--- src/rtl/f2d_pkg.sv ---
`default_nettype none

package f2d_pkg;

    localparam int EXP_W        = 8;
    localparam int EXP_BIAS     = 127;
    localparam int INT_EXP_MAX  = 23;
    localparam int FRAC_EXP_MIN = -16;
    localparam int FRAC_EXP_MAX = 15;   // Above this the fraction bits leave the window
    localparam int MANT_W       = 24;   // Hidden bit included
    localparam int FRAC_BITS    = 23;
    localparam int LZ_MAX       = 6;

    // Partial sums per tree level
    localparam int LV0_SUMS = 11;
    localparam int LV1_SUMS = 6;
    localparam int LV2_SUMS = 3;

    // Sequencer encoding
    localparam logic [2:0] ST_IDLE = 3'd0;
    localparam logic [2:0] ST_LV0  = 3'd1;
    localparam logic [2:0] ST_LV1  = 3'd2;
    localparam logic [2:0] ST_LV2  = 3'd3;
    localparam logic [2:0] ST_LV3  = 3'd4;
    localparam logic [2:0] ST_DONE = 3'd5;
    localparam logic [2:0] ST_ACK  = 3'd6;

    typedef logic [31:0] dec_word_t;

    localparam dec_word_t DEC_SCALE = 32'd1_000_000_000;

    // Truncated 10^9 / 2^k
    localparam dec_word_t FRAC_WEIGHT [1:FRAC_BITS] = '{
        32'd500_000_000, 32'd250_000_000, 32'd125_000_000, 32'd62_500_000,
        32'd31_250_000,  32'd15_625_000,  32'd7_812_500,   32'd3_906_250,
        32'd1_953_125,   32'd976_562,     32'd488_281,     32'd244_140,
        32'd122_070,     32'd61_035,      32'd30_517,      32'd15_258,
        32'd7_629,       32'd3_814,       32'd1_907,       32'd953,
        32'd476,         32'd238,         32'd119
    };

    // One decimal digit per step from 0.1 down to 0.000001
    localparam dec_word_t LZ_THRESH [0:LZ_MAX-1] = '{
        32'd100_000_000, 32'd10_000_000, 32'd1_000_000,
        32'd100_000,     32'd10_000,     32'd1_000
    };

    typedef struct packed {
        logic                 sign;
        logic [EXP_W-1:0]     exponent;
        logic [FRAC_BITS-1:0] fraction;
    } f754_fields_t;

    typedef union packed {
        logic [31:0]  raw;
        f754_fields_t fmt;
    } f754_word_u;

endpackage

`default_nettype wire

--- src/rtl/f2d_field_if.sv ---
`default_nettype none

interface f2d_field_if
    import f2d_pkg::*;
();
    logic signed [EXP_W-1:0]  exp_qual;     // Unbiased exponent
    logic        [MANT_W-1:0] mantissa;
    logic                     is_zero;
    logic                     out_of_range;

    modport src (
        output exp_qual, mantissa, is_zero, out_of_range
    );

    modport dst (
        input exp_qual, mantissa, is_zero
    );

endinterface

`default_nettype wire

--- src/rtl/conv_ctrl.sv ---
`default_nettype none

module conv_ctrl
    import f2d_pkg::*;
(
    input  logic       clk,
    input  logic       reset,
    input  logic       req,
    output logic       ack,
    output logic       load,
    output logic [3:0] stage_en
);

    logic [2:0] state;
    logic [2:0] state_nxt;

    always_comb begin
        state_nxt = state;
        case (state)
            ST_IDLE: begin
                if (req) begin
                    state_nxt = ST_LV0;
                end
            end
            ST_LV0:  state_nxt = ST_LV1;
            ST_LV1:  state_nxt = ST_LV2;
            ST_LV2:  state_nxt = ST_LV3;
            ST_LV3:  state_nxt = ST_DONE;
            ST_DONE: state_nxt = ST_ACK;    // Result settles through the leading-zero count
            ST_ACK: begin
                if (!req) begin
                    state_nxt = ST_IDLE;
                end
            end
            default: state_nxt = ST_IDLE;
        endcase
    end

    always_ff @(posedge clk) begin
        if (reset) begin
            state <= ST_IDLE;
        end else begin
            state <= state_nxt;
        end
    end

    assign load     = (state == ST_IDLE) && req;  // Word is captured on the accepting edge
    assign stage_en = {state == ST_LV3, state == ST_LV2, state == ST_LV1, state == ST_LV0};
    assign ack      = (state == ST_ACK);

    // Enables walk up one level per cycle behind the load pulse
    a_stage_walk: assert property (@(posedge clk) disable iff (reset)
        stage_en == {$past(stage_en[2:0]), $past(load)});

    // Ack only follows a completed final tree level
    a_ack_after_sum: assert property (@(posedge clk) disable iff (reset)
        $rose(ack) |-> (stage_en == 4'b0000) && $past(stage_en[3], 2));

endmodule

`default_nettype wire

--- src/rtl/float_unpack.sv ---
`default_nettype none

module float_unpack
    import f2d_pkg::*;
(
    input  logic        clk,
    input  logic        reset,
    input  logic        load,
    input  logic [31:0] float_in,
    f2d_field_if.src    fields
);

    f754_word_u word_q;
    int         exp_unb;
    logic       word_zero;

    always_ff @(posedge clk) begin
        if (reset) begin
            word_q.raw <= '0;
        end else if (load) begin
            word_q.raw <= float_in;
        end
    end

    // Wide signed exponent so that 0 and 255 stay distinguishable
    assign exp_unb   = int'(word_q.fmt.exponent) - EXP_BIAS;
    assign word_zero = (word_q.raw == '0);

    assign fields.exp_qual     = exp_unb[EXP_W-1:0];
    assign fields.mantissa     = {1'b1, word_q.fmt.fraction};  // Hidden bit
    assign fields.is_zero      = word_zero;
    // Denormals, inf and NaN all land outside the window
    assign fields.out_of_range = !word_zero &&
                                 (exp_unb > INT_EXP_MAX || exp_unb < FRAC_EXP_MIN);

    a_zero_word: assert property (@(posedge clk) disable iff (reset)
        load && (float_in == '0) |=> fields.is_zero && !fields.out_of_range);

endmodule

`default_nettype wire

--- src/rtl/mantissa_split.sv ---
`default_nettype none

module mantissa_split
    import f2d_pkg::*;
(
    f2d_field_if.dst             fields,
    output dec_word_t            int_dec,
    output logic [FRAC_BITS-1:0] frac_bits
);

    always_comb begin
        logic [4:0]        exp_mag;
        logic [MANT_W-1:0] mant_shr;

        // Exponent magnitude is only meaningful in range
        exp_mag  = fields.exp_qual[EXP_W-1] ? 5'(-fields.exp_qual) : 5'(fields.exp_qual);
        mant_shr = fields.mantissa >> exp_mag;

        int_dec   = '0;
        frac_bits = '0;

        if (!fields.is_zero) begin
            if (!fields.exp_qual[EXP_W-1]) begin
                // Binary point sits exp bits below the hidden bit
                int_dec = dec_word_t'(fields.mantissa) >> (5'(FRAC_BITS) - exp_mag);
                if (exp_mag <= 5'(FRAC_EXP_MAX)) begin
                    frac_bits = fields.mantissa[FRAC_BITS-1:0] << exp_mag;
                end
            end else begin
                frac_bits = mant_shr[FRAC_BITS-1:0];    // Hidden bit moves into the fraction
            end
        end
    end

endmodule

`default_nettype wire

--- src/rtl/dec_sum_tree.sv ---
`default_nettype none

module dec_sum_tree
    import f2d_pkg::*;
(
    input  logic                 clk,
    input  logic                 reset,
    input  logic [3:0]           stage_en,
    input  logic [FRAC_BITS-1:0] frac_bits,
    output dec_word_t            frac_dec
);

    dec_word_t term  [1:FRAC_BITS];
    dec_word_t lv0_d [0:LV0_SUMS-1];
    dec_word_t lv0_q [0:LV0_SUMS-1];
    dec_word_t lv1_d [0:LV1_SUMS-1];
    dec_word_t lv1_q [0:LV1_SUMS-1];
    dec_word_t lv2_d [0:LV2_SUMS-1];
    dec_word_t lv2_q [0:LV2_SUMS-1];
    dec_word_t lv3_d;

    // MSB of frac_bits weighs 2^-1
    always_comb begin
        for (int k = 1; k <= FRAC_BITS; k++) begin
            term[k] = frac_bits[FRAC_BITS-k] ? FRAC_WEIGHT[k] : '0;
        end
    end

    always_comb begin
        for (int i = 0; i < LV0_SUMS; i++) begin
            lv0_d[i] = term[2*i+1] + term[2*i+2];
        end
        lv0_d[LV0_SUMS-1] = lv0_d[LV0_SUMS-1] + term[FRAC_BITS];  // Odd term count
    end

    // Last level-0 sum has no partner and passes straight through
    always_comb begin
        for (int i = 0; i < LV1_SUMS - 1; i++) begin
            lv1_d[i] = lv0_q[2*i] + lv0_q[2*i+1];
        end
        lv1_d[LV1_SUMS-1] = lv0_q[LV0_SUMS-1];
    end

    always_comb begin
        for (int i = 0; i < LV2_SUMS; i++) begin
            lv2_d[i] = lv1_q[2*i] + lv1_q[2*i+1];
        end
    end

    assign lv3_d = lv2_q[0] + lv2_q[1] + lv2_q[2];

    always_ff @(posedge clk) begin
        if (reset) begin
            lv0_q    <= '{default: '0};
            lv1_q    <= '{default: '0};
            lv2_q    <= '{default: '0};
            frac_dec <= '0;
        end else begin
            if (stage_en[0]) begin
                lv0_q <= lv0_d;
            end
            if (stage_en[1]) begin
                lv1_q <= lv1_d;
            end
            if (stage_en[2]) begin
                lv2_q <= lv2_d;
            end
            if (stage_en[3]) begin
                frac_dec <= lv3_d;
            end
        end
    end

    // Truncated weights keep the total below one
    a_frac_below_one: assert property (@(posedge clk) disable iff (reset)
        stage_en[3] |=> frac_dec < DEC_SCALE);

endmodule

`default_nettype wire

--- src/rtl/lead_zero_count.sv ---
`default_nettype none

module lead_zero_count
    import f2d_pkg::*;
(
    input  dec_word_t  frac_dec,
    output logic [2:0] lead0_num
);

    // Each threshold above the value adds one zero digit after the point
    always_comb begin
        lead0_num = '0;
        for (int i = 0; i < LZ_MAX; i++) begin
            if (frac_dec < LZ_THRESH[i] && lead0_num < 3'(LZ_MAX)) begin
                lead0_num = lead0_num + 3'd1;
            end
        end
    end

endmodule

`default_nettype wire

--- src/rtl/f2d_conv_top.sv ---
`default_nettype none

module f2d_conv_top
    import f2d_pkg::*;
(
    input  logic        clk,
    input  logic        reset,
    input  logic        req,
    input  logic [31:0] float_in,
    output logic        ack,
    output dec_word_t   int_dec,
    output dec_word_t   frac_dec,
    output logic [2:0]  lead0_num,
    output logic        overflow
);

    logic                 load;
    logic [3:0]           stage_en;
    logic [FRAC_BITS-1:0] frac_bits;

    f2d_field_if fields ();

    conv_ctrl u_ctrl (
        .clk      (clk),
        .reset    (reset),
        .req      (req),
        .ack      (ack),
        .load     (load),
        .stage_en (stage_en)
    );

    float_unpack u_unpack (
        .clk      (clk),
        .reset    (reset),
        .load     (load),
        .float_in (float_in),
        .fields   (fields.src)
    );

    mantissa_split u_split (
        .fields    (fields.dst),
        .int_dec   (int_dec),
        .frac_bits (frac_bits)
    );

    dec_sum_tree u_tree (
        .clk       (clk),
        .reset     (reset),
        .stage_en  (stage_en),
        .frac_bits (frac_bits),
        .frac_dec  (frac_dec)
    );

    lead_zero_count u_lzc (
        .frac_dec  (frac_dec),
        .lead0_num (lead0_num)
    );

    assign overflow = fields.out_of_range;

endmodule

`default_nettype wire

--- config.mk ---
export PLATFORM = sky130hd
export DESIGN_NAME = f2d_conv_top
export DESIGN_NICKNAME = d
export VERILOG_FILES = /design/src/rtl/f2d_pkg.sv /design/src/rtl/f2d_field_if.sv /design/src/rtl/conv_ctrl.sv /design/src/rtl/float_unpack.sv /design/src/rtl/mantissa_split.sv /design/src/rtl/dec_sum_tree.sv /design/src/rtl/lead_zero_count.sv /design/src/rtl/f2d_conv_top.sv
export SDC_FILE = /design/constraint.sdc
export NUM_CORES = 1
export LEC_CHECK = 0
export ABC_AREA = 1
export BUFFER_PORTS_ARGS = -buffer_cell sky130_fd_sc_hd__buf_2
export CAP_MARGIN = 20
export CORE_MARGIN = 2
export CORE_UTILIZATION = 45
export DETAILED_ROUTE_END_ITERATION = 8
export PLACE_DENSITY = 0.6
export RECOVER_POWER = 25
export SLEW_MARGIN = 40
export SYNTH_ARGS = -nofsm -noshare
export SYNTH_HDL_FRONTEND = slang
export SYNTH_SLANG_ARGS = --single-unit
--- constraint.sdc ---
create_clock -name clk -period 5.9 [get_ports clk]
set_input_delay 0.59 -clock clk [delete_from_list [all_inputs] [get_ports clk]]
set_output_delay 0.59 -clock clk [all_outputs]
set_load 0.02 [all_outputs]
==> impl_metrics.ini, run 1 <==
[critical_path]
startpoint = u_unpack.word_q[23]$_SDFFE_PP0P_
cp-end-kind = output port
cp_max_fo = 40
critPathRequiredTime_ns = 5.31
cp.arrival_ns = 4.86
setup.worst_path.class = register to output port
crit_path_start_kind = register
reg2reg_from = u_unpack.word_q[24]$_SDFFE_PP0P_

[timing]
skew_ns = 0.0237
grt_setup_unrepaired = no
finalCritPeriodShare = 0.923
hold_viol_final = 0
fmax_mhz = 184
relSlewSlack = -0.869
slew_viol_final = 410
setup_viol = 0
period_minus_slack_ns = 5.45
tns_ns = 0
tightest_slew_ns = 2.79

[yosys]
ys_types = 56
yosysTopAreaCellShare = 0.266
synth_largest_area_cell = dfxtp_1
synthArstFlopShare = 0
synth_enable_flop_cells = 0
synth_warnings = 0
avgSynthCellArea_um2 = 6.63
synth_area_um2 = 25300
ys_seq_elements = 335
syn_inst = 3807
yosysSeqAreaShare = 0.266
ys.flop_type = dfxtp_1
synthTopCellsByArea = dfxtp_1 27%, ha_1 11%, nand2_1 9.6%, o21ai_0 8.1%, a21oi_1 7.7%

[die]
num_io_pins = 104
dieArea_um2 = 58000
dieWidth_um = 241
core-area_um2 = 55300
initial_utilization = 0.457
rows = 86
dieHeight_um = 241

[place]
placedCellCount = 4514
place_congestion = 0.942
port_buffers = 95
hpwlAfterDp_um = 54400

[clock_network]
clk_latency_ns = 0.58
clk_pin_slew_worst_paths_ns = 0.06
clk_path_buf_depth = 3
cts_made_buffers = 40
cts_sinks = 335
cts_tree = done
hold_buffers = 0
clockRootBuffer = clkbuf_16
htreeDepth = 2

[pwr]
ir_drop_v = 0.000547
p_per_area_nw_per_um2 = 385
p_leak_nw = 13.8
finalPower_mw = 10.6

[outcome]
status = complete, but fails checks
violations = capacitance limit, slew limit

[worst_hold_path]
holdCritPathClass = input pin to register
hp-start = float_in[13]

[cells_and_area]
drive_gt1_frac = 0.0485
fill_cells = 5861
mostFrequentLayoutCell = nand2_1
n_antenna_cell = 0
final_nets = 4088
area_growth_pct = 8.74
final_cell_mix = 647 x nand2_1, 499 x inv_1, 410 x o21ai_0
final-seq-area_um2 = 6710
fin_cells = 4586
multi_input_area_um2 = 16000

[global_routing]
grt_pass1_wl_um = 116000
grt_pass1_vias = 22000
antenna_found_initial = 0
grt_max_degree = 108
gr-usage-all-layers = 0.248
grt-ovfl-total = 0

[detailed_routing]
routedWlPerCell_um = 15.8
drt-initial-drc-count = 1794
viasPerCell = 5.30
wirelength_um = 72300
drc = 0
dr.pass1.iters = 5
ant_nets = 0
vias = 24300

[job]
maxCapViolations = 6
[worst max-delay path: stages, from the launching register on]
cell and delay [ns]:
dfxtp_2 0.38, clkinv_1 0.27, ha_1 0.48, nand2_1 0.09, inv_1 0.15, nand2_1 0.08
nand2_2 0.12, xor2_4 0.46, inv_2 0.43, ha_1 0.62, nor2_2 0.37, clkinv_1 0.30
nor4_1 0.30, buf_2 0.21
[kinds of logic (layout without fill, tap and decap cells)]
group,after synthesis,count (layout),synth area share
flip-flops,335,335,0.266
XOR/XNOR,125,125,0.0444
other,1,8,0.000148
buffers and inverters,670,694,0.102
AND/OR/NAND/NOR,1411,1411,0.234
AO/OA/AOI/OAI,1020,1020,0.224
adder cells (fa/ha/maj),245,245,0.129
[sequential cells by signal, indices dropped and copies added, names as in the netlist]
name	count
u_ctrl.state	3
u_tree.frac_dec	32
u_tree.lv0_q	78
u_tree.lv1_q	119
u_tree.lv2_q	71
u_unpack.word_q	32
[per-stage QoR]
stage	hold WS (ns)	area, um2	setup slack (ns)	utilization
final	0.291	27500	0.454	0.497
after global routing	0.277	27500	0.102	0.497
after CTS	0.252	27500	0.290	0.498
after detailed placement	0.448	26200	0.922	0.474
after global placement	0.446	26200	1.02	0.474
after floorplan	0.420	25300	1.14	-
[Yosys cell counts, types with 22 or more instances]
library cell  instances
o211ai_1             54
clkbuf_1            119
inv_1               500
ha_1                219
buf_2                22
nand3_1             258
fa_1                 26
xnor2_1              31
nand2_1             648
o21ai_0             410
nand4_1              35
nor2_1              376
dfxtp_1             335
o21bai_1             59
a21oi_1             388
nor3_1               36
xor2_1               92
[what timing repair did]
action | in CTS | in global routing
setup buffers | 0 | 0
endpoints found under the setup margin | 0 | 2
gates resized for setup | 0 | 1
[path summary, 6_finish.rpt]
kind                                      end  slack [ns]  cells past startpoint
min reg2reg    u_tree.lv1_q[131]$_SDFFE_PP0P_        0.46                      2
min          u_unpack.word_q[13]$_SDFFE_PP0P_        0.29                      3
max reg2reg      u_tree.lv0_q[7]$_SDFFE_PP0P_        0.97                     24
max                               int_dec[22]        0.45                     13
[power breakdown]
part	switching, mW	leakage (nW)	internal (mW)	total, mW
Clock	1.01	0.646	1.48	2.49
Sequential	0.349	2.73	2.61	2.96
Combinational	3.45	10.4	1.67	5.13
Total	4.81	13.8	5.77	10.6
[layer usage]
metal	GRT usage	up-vias	share of wire
li1	-	12700	-
met1	0.365	11000	0.50
met2	0.383	588	0.42
met3	0.0301	91	0.050
met4	0.0615	0	0.022
met5	0	-	0
[area by class of cell]
cell class                      instances  share of cell area
Timing Repair Buffer                  113              0.0211
Inverter                              509              0.0698
Sequential cell                       335               0.244
Clock buffer                           62              0.0435
Clock inverter                         10             0.00405
Multi-Input combinational cell       2809               0.583
Tap cell                              748              0.0341
No activity file was read; power rests on OpenSTA's default activity.
==> inputs of run 2 (changes only) <==
GPL_ROUTABILITY_DRIVEN = 0   (was default)
clock period = 7.01 ns   (was 5.9 ns; I/O delays follow)
==> run 2 against run 1 <==
The run still ends with capacitance limit, slew limit left. Via count shrank 0.39%. Sequential cell count did not move. Sequential power shrank 16%. Critical endpoint unchanged. Worst hold slack better by 0.12 ns.
==> impl_metrics.ini, run 2 (synthesis results as in run 1) <==
[cells_and_area]
largest_register_ffs = 119
mostFrequentLayoutCell = nand2_1
final_nets = 4091
largest_register = u_tree.lv1_q
final_cell_mix = 647 x nand2_1, 499 x inv_1, 410 x o21ai_0
largestRegisters = u_tree.lv1_q x119, u_tree.lv0_q x78, u_tree.lv2_q x71
area_growth_pct = 8.84
fin_cells = 4588
drive_gt1_frac = 0.0487
fin_area_um2 = 27500

[die]
dieArea_um2 = 58000
rows = 86
initial_utilization = 0.457
num_io_pins = 104
core-area_um2 = 55300
dieHeight_um = 241
dieWidth_um = 241

[critical_path]
crit_path_start_kind = register
cp_max_fo = 68
cp-end-kind = output port
cp_slowest_cell = ha_1
crit_family = simple AND/OR/NAND/NOR gates
critPathRequiredTime_ns = 6.31
cp.arrival_ns = 5.08
path_cells = buf_4 -> nand3_2 -> nor3_4 -> nand3_1 -> nand2_4 -> o21ai_2 -> xor2_2 -> buf_4 -> inv_1 -> ha_1 -> nor2_1 -> clkinv_1 -> nor4_1 -> buf_2
reg2reg_from = u_unpack.word_q[23]$_SDFFE_PP0P_
crit_top_cell = buf_4
setup.worst_path.class = register to output port
r2r_end = u_tree.lv0_q[6]$_SDFFE_PP0P_
r2r_cells = 20
reg2reg_slack_ns = 1.49
critPathBufInv = 5
cp_slowest_stage_delay_ns = 0.57

[place]
placedCellCount = 4516
dpl_worst_slack_ns = 1.73
port_buffers = 95
place_area_um2 = 26200
hpwlAfterDp_um = 54200

[clock_network]
clk_pin_slew_worst_paths_ns = 0.06
clockRootBuffer = clkbuf_16
htreeDepth = 2
clk_path_buf_depth = 3
cts_sinks = 335
clk_latency_ns = 0.57
cts_tree = done
cts_made_buffers = 41
ctsResizeCount = 0
cts_setup_buffers = 0
hold_buffers = 0

[timing]
grt_setup_unrepaired = no
setup_slack_ns = 1.23
tightest_slew_ns = 3.06
hold_viol_final = 0
tns_ns = 0
relSlewSlack = -1.04
slew_viol_final = 226
fmax_mhz = 173
setup_viol = 0
period_minus_slack_ns = 5.78
skew_ns = 0.0143
finalCritPeriodShare = 0.825

[global_routing]
gr-usage-all-layers = 0.246
grt_pass1_wl_um = 116000
grt-ovfl-total = 0
antenna_found_initial = 2
grt_max_degree = 149
grt_pass1_vias = 22300

[detailed_routing]
drt-initial-drc-count = 2033
viasPerCell = 5.28
routedWlPerCell_um = 15.7
dr.pass1.iters = 6
drc = 0
vias = 24200
ant_nets = 0
wirelength_um = 71900

[pwr]
ir_drop_v = 0.000431
p_leak_nw = 13.8
p_per_area_nw_per_um2 = 324
finalPower_mw = 8.91

[outcome]
status = complete, but fails checks
violations = capacitance limit, slew limit

[worst_hold_path]
holdCritPathClass = input pin to register
min_to = u_unpack.word_q[1]$_SDFFE_PP0P_
whs_path_depth = 3
hp-start = float_in[1]

[job]
maxCapViolations = 4
run 2: worst max path at each step:
stage | end | start | cells past startpoint
after global routing | int_dec[22] | u_unpack.word_q[23]$_SDFFE_PP0P_ | 15
after CTS | int_dec[22] | u_unpack.word_q[23]$_SDFFE_PP0P_ | 14
after global placement | u_tree.lv0_q[6]$_SDFFE_PP0P_ | u_unpack.word_q[23]$_SDFFE_PP0P_ | 22
final | int_dec[22] | u_unpack.word_q[23]$_SDFFE_PP0P_ | 14
after floorplan | int_dec[22] | u_unpack.word_q[23]$_SDFFE_PP0P_ | 16
after detailed placement | u_tree.lv0_q[6]$_SDFFE_PP0P_ | u_unpack.word_q[23]$_SDFFE_PP0P_ | 22
run 2: stage by stage:
step,util,hold slack [ns]
finish,0.497,0.409
CTS,0.498,0.378
global route,0.497,0.392
global placement,0.474,0.446
floorplan,-,0.420
detailed placement,0.474,0.448
run 2: power by group:
group          switching (mW)  internal, mW
sequential              0.289          2.20
clock                   0.840          1.28
combinational            2.90          1.41
total                    4.03          4.89
run 2: worst min-delay path, stage by stage:
cell and delay, ns:
buf_2 0.10, nand3_1 0.07, a21oi_1 0.06
run 2: layout make-up:
type / instances / area [um2]
timing repair buffer: 115 / 573
inverter: 509 / 1920
sequential: 335 / 6710
clock buffer: 59 / 1190
antenna: 1 / 2.50
multi-input combinational: 2809 / 16000
tap: 748 / 936
clock inverter: 12 / 141
fill: 5856 / 27800
run 2: metal layers:
layer | global-route usage | wire [um] | vias to the layer above
li1 | - | - | 12700
met1 | 0.353 | 35400 | 10900
met2 | 0.385 | 30800 | 566
met3 | 0.0376 | 4170 | 97
met4 | 0.0617 | 1550 | 2
met5 | 0 | 13 | -
